## src/rvIsaPkg.sv

```systemverilog
package rvIsaPkg;

   localparam int xlen = 64;
   localparam int numRegs = 32;
   localparam int shamtWidth = 6;         // RV64 shifts use six bits of shift amount

   typedef logic [4:0] regIdx_t;
   typedef logic [xlen-1:0] xdata_t;
   typedef logic [31:0] instr_t;

   // Only the three major opcodes this pipeline executes
   typedef enum logic [6:0] {
      opOp    = 7'b0110011,
      opOpImm = 7'b0010011,
      opLui   = 7'b0110111
   } opcode_t;

   typedef enum logic [3:0] {
      aluAdd,
      aluSub,
      aluSll,
      aluSlt,
      aluSltu,
      aluXor,
      aluSrl,
      aluSra,
      aluOr,
      aluAnd,
      aluPassB                            // Operand B straight through for LUI
   } aluOp_t;

   localparam logic [2:0] f3AddSub = 3'b000;
   localparam logic [2:0] f3Sll    = 3'b001;
   localparam logic [2:0] f3Slt    = 3'b010;
   localparam logic [2:0] f3Sltu   = 3'b011;
   localparam logic [2:0] f3Xor    = 3'b100;
   localparam logic [2:0] f3Srl    = 3'b101;
   localparam logic [2:0] f3Or     = 3'b110;
   localparam logic [2:0] f3And    = 3'b111;

   localparam logic [6:0] f7Base = 7'b0000000;
   localparam logic [6:0] f7Alt  = 7'b0100000;   // Selects sub and sra

   // Immediate shifts keep only funct6 since bit 25 belongs to the shift amount
   localparam logic [5:0] f6Base = 6'b000000;
   localparam logic [5:0] f6Alt  = 6'b010000;

endpackage

```

## src/pipePkg.sv

```systemverilog
package pipePkg;

   // Everything execute needs, captured at the end of decode
   typedef struct packed {
      rvIsaPkg::regIdx_t rd;
      rvIsaPkg::regIdx_t rs1Idx;
      rvIsaPkg::regIdx_t rs2Idx;
      rvIsaPkg::xdata_t  rs1Val;
      rvIsaPkg::xdata_t  rs2Val;
      rvIsaPkg::xdata_t  imm;             // Already sign extended
      logic              useImm;
      rvIsaPkg::aluOp_t  aluOp;
      logic              writesRd;
      logic              illegal;
   } decodedOp_t;

   // Result record held in the writeback stage and shown at the top level
   typedef struct packed {
      logic              valid;
      logic              illegal;
      rvIsaPkg::regIdx_t rd;
      rvIsaPkg::xdata_t  result;
      logic              writesRd;
   } wbRecord_t;

   typedef struct packed {
      logic              en;
      rvIsaPkg::regIdx_t rd;
      rvIsaPkg::xdata_t  data;
   } regWrite_t;

endpackage

```

## src/registerFile.sv

```systemverilog
`timescale 1ns/1ns

module registerFile (
   input  logic               clk,
   input  logic               reset,
   input  rvIsaPkg::regIdx_t  rs1Idx,
   input  rvIsaPkg::regIdx_t  rs2Idx,
   input  pipePkg::regWrite_t write,
   output rvIsaPkg::xdata_t   rs1Val,
   output rvIsaPkg::xdata_t   rs2Val
);
   import rvIsaPkg::*;

   xdata_t regs [numRegs];
   logic   wrEn;

   // x0 is never written, so its entry keeps the value reset gave it
   assign wrEn = write.en && (write.rd != '0);

   always_ff @(posedge clk) begin
      if (reset) begin
         for (int i = 0; i < numRegs; i++) begin
            regs[i] <= '0;
         end
      end else if (wrEn) begin
         regs[write.rd] <= write.data;
      end
   end

   // A write landing this cycle is visible to the reader right away
   always_comb begin
      if (wrEn && (write.rd == rs1Idx)) begin
         rs1Val = write.data;
      end else begin
         rs1Val = regs[rs1Idx];
      end
   end

   always_comb begin
      if (wrEn && (write.rd == rs2Idx)) begin
         rs2Val = write.data;
      end else begin
         rs2Val = regs[rs2Idx];
      end
   end

   // Holds only as long as no write path ever reaches entry 0
   x0ReadsZero: assert property (@(posedge clk) disable iff (reset)
      ((rs1Idx != '0) || (rs1Val == '0)) && ((rs2Idx != '0) || (rs2Val == '0)))
      else $error("Register x0 read back a nonzero value");

endmodule

```

## src/instrDecoder.sv

```systemverilog
`timescale 1ns/1ns

module instrDecoder (
   input  rvIsaPkg::instr_t    instr,
   output rvIsaPkg::regIdx_t   rs1Idx,
   output rvIsaPkg::regIdx_t   rs2Idx,
   input  rvIsaPkg::xdata_t    rs1Val,
   input  rvIsaPkg::xdata_t    rs2Val,
   output pipePkg::decodedOp_t decoded
);
   import rvIsaPkg::*;

   opcode_t    opcode;
   regIdx_t    rd;
   logic [2:0] funct3;
   logic [6:0] funct7;
   logic [5:0] funct6;
   xdata_t     iImm;
   xdata_t     uImm;

   // Same mapping for OP and OP-IMM, alt picks sub or sra
   function automatic aluOp_t opFromFunct3(input logic [2:0] f3, input logic alt);
      case (f3)
         f3AddSub: opFromFunct3 = alt ? aluSub : aluAdd;
         f3Sll:    opFromFunct3 = aluSll;
         f3Slt:    opFromFunct3 = aluSlt;
         f3Sltu:   opFromFunct3 = aluSltu;
         f3Xor:    opFromFunct3 = aluXor;
         f3Srl:    opFromFunct3 = alt ? aluSra : aluSrl;
         f3Or:     opFromFunct3 = aluOr;
         default:  opFromFunct3 = aluAnd;
      endcase
   endfunction

   assign opcode = opcode_t'(instr[6:0]);
   assign rd     = instr[11:7];
   assign funct3 = instr[14:12];
   assign rs1Idx = instr[19:15];
   assign rs2Idx = instr[24:20];
   assign funct7 = instr[31:25];
   assign funct6 = instr[31:26];

   assign iImm = {{(xlen-12){instr[31]}}, instr[31:20]};
   assign uImm = {{(xlen-32){instr[31]}}, instr[31:12], 12'b0};   // LUI sign extends on RV64

   always_comb begin
      decoded        = '0;
      decoded.rd     = rd;
      decoded.rs1Idx = rs1Idx;
      decoded.rs2Idx = rs2Idx;
      decoded.rs1Val = rs1Val;
      decoded.rs2Val = rs2Val;
      decoded.imm    = iImm;
      decoded.aluOp  = aluAdd;

      case (opcode)
         opOp: begin
            decoded.aluOp = opFromFunct3(funct3, funct7 == f7Alt);
            if ((funct7 != f7Base) && (funct7 != f7Alt)) begin
               decoded.illegal = 1'b1;
            end else if ((funct7 == f7Alt) && (funct3 != f3AddSub) && (funct3 != f3Srl)) begin
               decoded.illegal = 1'b1;                  // Only sub and sra have an alt form
            end
         end
         opOpImm: begin
            decoded.useImm = 1'b1;
            decoded.aluOp  = opFromFunct3(funct3, (funct3 == f3Srl) && (funct6 == f6Alt));
            if ((funct3 == f3Sll) && (funct6 != f6Base)) begin
               decoded.illegal = 1'b1;
            end else if ((funct3 == f3Srl) && (funct6 != f6Base) && (funct6 != f6Alt)) begin
               decoded.illegal = 1'b1;
            end
         end
         opLui: begin
            decoded.useImm = 1'b1;
            decoded.imm    = uImm;
            decoded.aluOp  = aluPassB;
         end
         default: begin
            decoded.illegal = 1'b1;
         end
      endcase

      decoded.writesRd = !decoded.illegal;
   end

endmodule

```

## src/executeStage.sv

```systemverilog
`timescale 1ns/1ns

module executeStage (
   input  pipePkg::decodedOp_t op,
   input  logic                opValid,
   input  pipePkg::regWrite_t  wbWrite,
   output pipePkg::wbRecord_t  result
);
   import rvIsaPkg::*;

   xdata_t                opA;
   xdata_t                rs2Fwd;
   xdata_t                opB;
   xdata_t                aluOut;
   logic [shamtWidth-1:0] shamt;

   // The writeback record is one instruction ahead, so its data is newer than the file read
   assign opA    = (wbWrite.en && (wbWrite.rd == op.rs1Idx)) ? wbWrite.data : op.rs1Val;
   assign rs2Fwd = (wbWrite.en && (wbWrite.rd == op.rs2Idx)) ? wbWrite.data : op.rs2Val;
   assign opB    = op.useImm ? op.imm : rs2Fwd;
   assign shamt  = opB[shamtWidth-1:0];

   always_comb begin
      case (op.aluOp)
         aluAdd:   aluOut = opA + opB;
         aluSub:   aluOut = opA - opB;
         aluSll:   aluOut = opA << shamt;
         aluSlt:   aluOut = {{(xlen-1){1'b0}}, $signed(opA) < $signed(opB)};
         aluSltu:  aluOut = {{(xlen-1){1'b0}}, opA < opB};
         aluXor:   aluOut = opA ^ opB;
         aluSrl:   aluOut = opA >> shamt;
         aluSra:   aluOut = xdata_t'($signed(opA) >>> shamt);
         aluOr:    aluOut = opA | opB;
         aluAnd:   aluOut = opA & opB;
         aluPassB: aluOut = opB;
         default:  aluOut = '0;
      endcase
   end

   always_comb begin
      result.valid    = opValid;
      result.illegal  = op.illegal;
      result.rd       = op.rd;
      result.result   = aluOut;
      result.writesRd = op.writesRd;
   end

   // Decode clears writesRd for illegal words and the stage register must keep it that way
   always_comb begin
      if (opValid) begin
         assert (!(op.illegal && op.writesRd))
            else $error("Illegal instruction reached execute with a register write");
      end
   end

endmodule

```

## src/pipeStageReg.sv

```systemverilog
`timescale 1ns/1ns

module pipeStageReg #(
   parameter type payload_t = logic
) (
   input  logic     clk,
   input  logic     reset,
   input  logic     inValid,
   input  payload_t inData,
   output logic     outValid,
   output payload_t outData
);

   always_ff @(posedge clk) begin
      if (reset) begin
         outValid <= 1'b0;
      end else begin
         outValid <= inValid;
      end
   end

   // Payload is only meaningful while outValid is high
   always_ff @(posedge clk) begin
      outData <= inData;
   end

endmodule

```

## src/aluPipeline.sv

```systemverilog
`timescale 1ns/1ns

module aluPipeline (
   input  logic               clk,
   input  logic               reset,
   input  logic               instrValid,
   input  rvIsaPkg::instr_t   instr,
   output pipePkg::wbRecord_t wb
);
   import rvIsaPkg::*;
   import pipePkg::*;

   regIdx_t    rs1Idx;
   regIdx_t    rs2Idx;
   xdata_t     rs1Val;
   xdata_t     rs2Val;
   decodedOp_t decoded;
   decodedOp_t exOp;
   logic       exValid;
   wbRecord_t  exResult;
   wbRecord_t  wbData;
   logic       wbValid;
   regWrite_t  regWrite;

   instrDecoder decoder (
      .instr   (instr),
      .rs1Idx  (rs1Idx),
      .rs2Idx  (rs2Idx),
      .rs1Val  (rs1Val),
      .rs2Val  (rs2Val),
      .decoded (decoded)
   );

   registerFile regFile (
      .clk    (clk),
      .reset  (reset),
      .rs1Idx (rs1Idx),
      .rs2Idx (rs2Idx),
      .write  (regWrite),
      .rs1Val (rs1Val),
      .rs2Val (rs2Val)
   );

   pipeStageReg #(.payload_t(decodedOp_t)) exStage (
      .clk      (clk),
      .reset    (reset),
      .inValid  (instrValid),
      .inData   (decoded),
      .outValid (exValid),
      .outData  (exOp)
   );

   executeStage execute (
      .op      (exOp),
      .opValid (exValid),
      .wbWrite (regWrite),
      .result  (exResult)
   );

   pipeStageReg #(.payload_t(wbRecord_t)) wbStage (
      .clk      (clk),
      .reset    (reset),
      .inValid  (exResult.valid),
      .inData   (exResult),
      .outValid (wbValid),
      .outData  (wbData)
   );

   // Valid comes from the reset-cleared bit, the rest from the payload
   assign wb.valid    = wbValid;
   assign wb.illegal  = wbData.illegal;
   assign wb.rd       = wbData.rd;
   assign wb.result   = wbData.result;
   assign wb.writesRd = wbData.writesRd;

   assign regWrite.en   = wb.valid && wb.writesRd && !wb.illegal && (wb.rd != '0);
   assign regWrite.rd   = wb.rd;
   assign regWrite.data = wb.result;

endmodule

```

## config.mk

```make
export PLATFORM = sky130hd
export DESIGN_NAME = aluPipeline
export DESIGN_NICKNAME = d
export VERILOG_FILES = /design/src/rvIsaPkg.sv /design/src/pipePkg.sv /design/src/registerFile.sv /design/src/instrDecoder.sv /design/src/executeStage.sv /design/src/pipeStageReg.sv /design/src/aluPipeline.sv
export SDC_FILE = /design/constraint.sdc
export NUM_CORES = 2
export LEC_CHECK = 0
export ABC_CLOCK_PERIOD_IN_PS = 5600
export BUFFER_PORTS_ARGS = -buffer_cell sky130_fd_sc_hd__buf_4
export CAP_MARGIN = 20
export CORE_MARGIN = 2
export CORE_UTILIZATION = 43
export DETAILED_ROUTE_END_ITERATION = 12
export MAX_ROUTING_LAYER = met4
export PLACE_DENSITY_LB_ADDON = 0.15
export RECOVER_POWER = 25
export SYNTH_ARGS = -nofsm -noshare
export SYNTH_HDL_FRONTEND = slang
export SYNTH_SLANG_ARGS = --single-unit
```

## constraint.sdc

```tcl
create_clock -name clk -period 5.6 [get_ports clk]
set_input_delay 0.56 -clock clk [delete_from_list [all_inputs] [get_ports clk]]
set_output_delay 0.56 -clock clk [all_outputs]
set_load 0.05 [all_outputs]
```

Word-level counts from Yosys, hierarchy flattened
Memories as Yosys holds them, arrays and structs flattened.
Index checks and enable logic that the tools add are counted.
{ "word_totals": {"mem_bits_rw": 2048, "wordCells": 109, "output_inout_bits": 72, "inputBits": 35, "n_memories": 1, "ff_bits": 255} }
{ "mem_list": {"columns": ["memory", "words", "width", "rd", "rd_clocked_by_memory_dff", "write_ports", "line_no", "text"], "rows": [
  ["regFile.regs", 32, 64, 2, 0, 32, "registerFile.sv:14", "xdata_t regs [numRegs];"]
]} }
{ "classes": {"n_lt_le_gt_ge": 2, "reduce_logical": 25, "n_bitwise": 3, "n_shift": 3, "n_addsub": 2, "muxes": 28, "n_eq_ne": 28} }
{ "ops": {"columns": ["operator", "n"], "rows": [
  ["case mux 64 bit (11 select lines)", 1],
  ["2-to-1 mux 64 bit", 6],
  ["less-than comparator 64 bit", 2],
  ["adder 64 bit", 1],
  ["AND 64 bit", 1],
  ["OR 64 bit", 1],
  ["OR reduction 64 bit", 1],
  ["left shift 64 x 6 -> 64 bit", 1],
  [">> shifter 64 x 6 -> 64 bit", 1],
  [">>> shifter 64 x 6 -> 64 bit", 1],
  ["subtractor 64 bit", 1],
  ["XOR 64 bit", 1],
  ["case mux 4 bit (7 select lines)", 2],
  ["2-to-1 mux 31 bit", 1],
  ["equality test 7 x 6 -> 1 bit (second input constant)", 3],
  ["equality test 5 bit", 4],
  ["equality test 4 x 3 -> 1 bit (second input constant)", 4],
  ["logical AND 1 bit", 15],
  ["2-to-1 mux 1 bit", 15],
  ["equality test 4 bit (second input constant)", 3],
  ["case mux 4 bit (3 select lines)", 1],
  ["equality test 3 bit (second input constant)", 3],
  ["equality test 4 x 2 -> 1 bit (second input constant)", 2],
  ["equality test 7 x 5 -> 1 bit (second input constant)", 1],
  ["17 further kinds", 19]
]} }

Logic depth before layout (Yosys ltp)
{ "logic_depth": {"word_depth": 9, "ltp_mapped": 25, "depth_no_buf": 20} }

Modules after synthesis
From an unflattened synthesis, not the netlist that was laid out.
{ "unflattened": {"cells_unflattened": 11440, "hier_area_um2": 141000.2} }
{ "by_module_without_submodules": {"columns": ["module", "cells_each", "seq_area_each_um2", "instances", "area_each_um2"], "rows": [
  ["registerFile", 7099, 61499.0, 1, 108907.0],
  ["executeStage", 3790, 0.0, 1, 24395.9],
  ["pipeStageReg (exStage)", 216, 4304.1, 1, 4317.9],
  ["instrDecoder", 256, 0.0, 1, 1875.5],
  ["pipeStageReg (wbStage)", 74, 1461.4, 1, 1475.2],
  ["aluPipeline", 5, 0.0, 1, 28.8]
]} }

Worst setup path after synthesis
No wires, ideal clock.
{ "synth_timing": {"path_kind": "reg2reg", "start": "register wbStage.outData[66] (netlist bit)", "end": "register wbStage.outData[61] (netlist bit)", "period_less_slack_ps": 6087, "setup_ps": 140, "t_arrival_ps": 5946, "required_ps": 5460, "path_slack_ps": -487, "path_buffers": 6, "path_stages_with_launch": 25, "path_cell_list": "dfxtp_1 buf_4 nor2_1 a211oi_1 nand2_1 mux2i_1 o21a_1 buf_2 buf_2 buf_2 buf_1 ha_1 buf_2 nor2_1 a2111oi_2 nor4b_2 nor4b_1 a2111oi_0 o211a_1 a31o_2 a31oi_2 o21a_1 o31ai_1 o221a_2 o221ai_1"} }
{ "synth_lines": {"columns": ["element", "line_no", "text"], "rows": [
  ["start, declared", "pipeStageReg.sv:11", "output payload_t outData"],
  ["start signal, assigned", "pipeStageReg.sv:24", "outData <= inData;"]
]} }

==> qor.yml <==
failed_checks: "max-capacitance violations, max-slew violations, negative setup slack"
path_delay_family: "buffers and inverters"
drtAntennaViolNets: 0
critPathSlowestCell: "clkbuf_1"
setup_viol: 68
cpMostUsedCell: "clkbuf_1"
fmax_mhz: 173
cts_buffers: 274
dr_total_vias: 99700
dp_cells: 14500
wl_mm: 601
netlist_area_mm2: 0.136
grt_pass1_vias: 98600
fin_ws_ns: -0.187
vias_per_cell: 6.63
ys_async_sr_fraction_pct: 0
layout_commonest_cell: "edfxtp_1"
p_leak_uw: 0.0588
worstPathRequired_ns: 6.32
yosys_most_used_dff: "edfxtp_1"
startpoint_type: "input pin"
path_cells: "clkbuf_1 -> clkbuf_1 -> mux4_2 -> mux2i_1 -> a21oi_1"
dp_hpwl_mm: 383
finalHoldViolCount: 0
cts_tree: "built"
drtIter0Drc: 15600
stdcell_count: 15000
die_x_um: 566
dp_slack_ns: -0.902
port_buffers: 106
wl_per_cell_um: 40.0
drv_cap: 83
clk_latency_ns: 0.93
avgSynthCellArea_um2: 13.3
grt_usage_pct: 38.4
postSynthCellCount: 10200
cpPeakStageDelay_ns: 3.34
overflow: 0
max-slew-margin-rel_pct: -224
clock_sinks: 2303
fp.dieArea_mm2: 0.320
min_period_ns: 5.79
critPathKind: "in -> reg"
worst_slew_pin_slew_ns: 4.87
crit_buf_inv: 2
grt_pass1_wl_mm: 820
clk_path_buf_depth: 4
dieHeight_um: 566
cts-root-buf: "clkbuf_16"
ys_seq_elements: 2303
drive_gt1_share_pct: 26.5
powerDensity_mw_per_mm2: 350
ys_seq_area_share_pct: 49.1
timing.final.crit_share_pct: 103
area_growth_pct: 14.9
nNetsFinal: 10900
layout_common_cells: "edfxtp_1, and2_1, mux4_2"
cp.arrival_ns: 6.51
cp_max_fo: 30
ys_warn_count: 0
htreeDepth: 5
drt_pass1_iterations: 6
gp_congestion: 1.06
clk_pin_slew_worst_paths_ns: 0.06
slew_viol_final: 2768
synth_cell_types: 99
io_pins: 107
antenna_found_initial: 62
synth_edf_count: 2048
skew_ns: 0.0998
start_util_pct: 43.2
cp-end-kind: "register"
hp-class: "in -> reg"
status: "finished with violations"
rows: 206
ir_drop_mv: 0.385
core_mm2: 0.314
drc: 0
grt_max_degree: 127
==> sequential cells by signal, indices dropped and copies added, names as in the netlist <==
register,cells
regFile.regs,2048
wbStage.outValid,1
exStage.outData,182
exStage.outValid,1
wbStage.outData,71
==> Yosys cell counts (all sizes together), types with 10 or more instances <==
cell     instances  area, µm²
a211o           13        114
a211oi          65        498
a21o            58        435
a21oi          438       2190
a221o           29        290
a221oi          53        464
a22oi           46        350
a31oi           63        400
and2          1965      12300
and3            20        125
buf            203        942
clkbuf         797       2990
dfxtp          255       5100
edfxtp        2048      61500
ha             195       2440
inv            192        721
mux2            29        327
mux2i          577       5780
mux4          1283      28900
nand2          373       1400
nand2b          20        125
nand3           87        440
nand3b          10       75.1
nand4           34        213
nor2           460       1730
nor2b           34        213
nor3            92        465
nor4            29        188
o2111ai         11       96.3
o211ai          37        293
o21a            22        165
o21ai          212       1060
o21bai          56        420
o221ai          55        482
o22ai           47        294
o31ai           22        165
or2             43        269
or3             12       75.1
or4             10       78.8
xnor2           31        272
xor2            22        193
==> layer usage <==
layer  vias up  GRT usage, %  part of all wire (%)
met2      6757          57.9                    45
met3      1471          7.22                    10
met5         -             -                     0
met4         0          19.7                   6.5
met1     51700          49.5                    38
li1      39800             -                     -
==> worst min-delay path, stage by stage <==
cell and delay, ns:
buf_4 0.10, nor2b_1 0.06, nor3_1 0.12
==> report_power, final <==
group	internal (µW)	total, µW	switching (µW)
clock	10400	18000	7610
sequential	19600	20500	863
combinational	5250	16200	10900
total	35300	54600	19400
==> repair_timing <==
action                                  4_1_cts  5_1_grt
hold buffers                                 18        0
hold endpoints to repair                     28        0
pin swaps                                     3       16
setup buffers                                 1        7
gates resized for setup                      24       60
endpoints found under the setup margin       18       28
==> final timing paths <==
kind | startpoint | end | slack [ns] | depth (start not counted)
min | instr[5] | exStage.outData[6] | 0.06 | 3
max | instr[18] | exStage.outData[147] | -0.19 | 5
min reg2reg | exStage.outData[1] | wbStage.outData[0] | 0.33 | 0
max reg2reg | wbStage.outData[70] | regFile.regs[23][59] | -0.15 | 10
==> area by class of cell <==
| class | instances | area [µm²] |
|---|---|---|
| inverters | 197 | 744 |
| repair buffers | 1109 | 9000 |
| well taps | 4160 | 5200 |
| diodes | 44 | 110 |
| flip-flops and latches | 2303 | 66600 |
| fillers | 27300 | 159000 |
| clock inverters | 123 | 1220 |
| multi-input cells | 6734 | 65500 |
| clock buffers | 368 | 7560 |
==> cell families after synthesis <==
family	synth area share (%)
flops	49.1
mux	25.8
simple gates	13.1
other cells	0.00276
buf+inv	3.45
compound gates	6.37
xor+xnor	0.342
fa+ha+maj	1.83
==> stage by stage <==
stage	instance area (µm²)	total power, µW	hold WS (ns)	setup TNS, ns	utilization, %
after CTS	156000	54500	0.000570	0	49.6
final	156000	54600	0.0564	-4.43	49.6
after detailed placement	147000	36500	0.317	-2.76	46.7
after global routing	156000	56000	0.0569	-0.0415	49.6
after global placement	147000	36500	0.311	-2.23	46.7
after floorplan	136000	28900	0.310	-0.00521	-
Note: power is estimated with default switching activity, not from simulation.
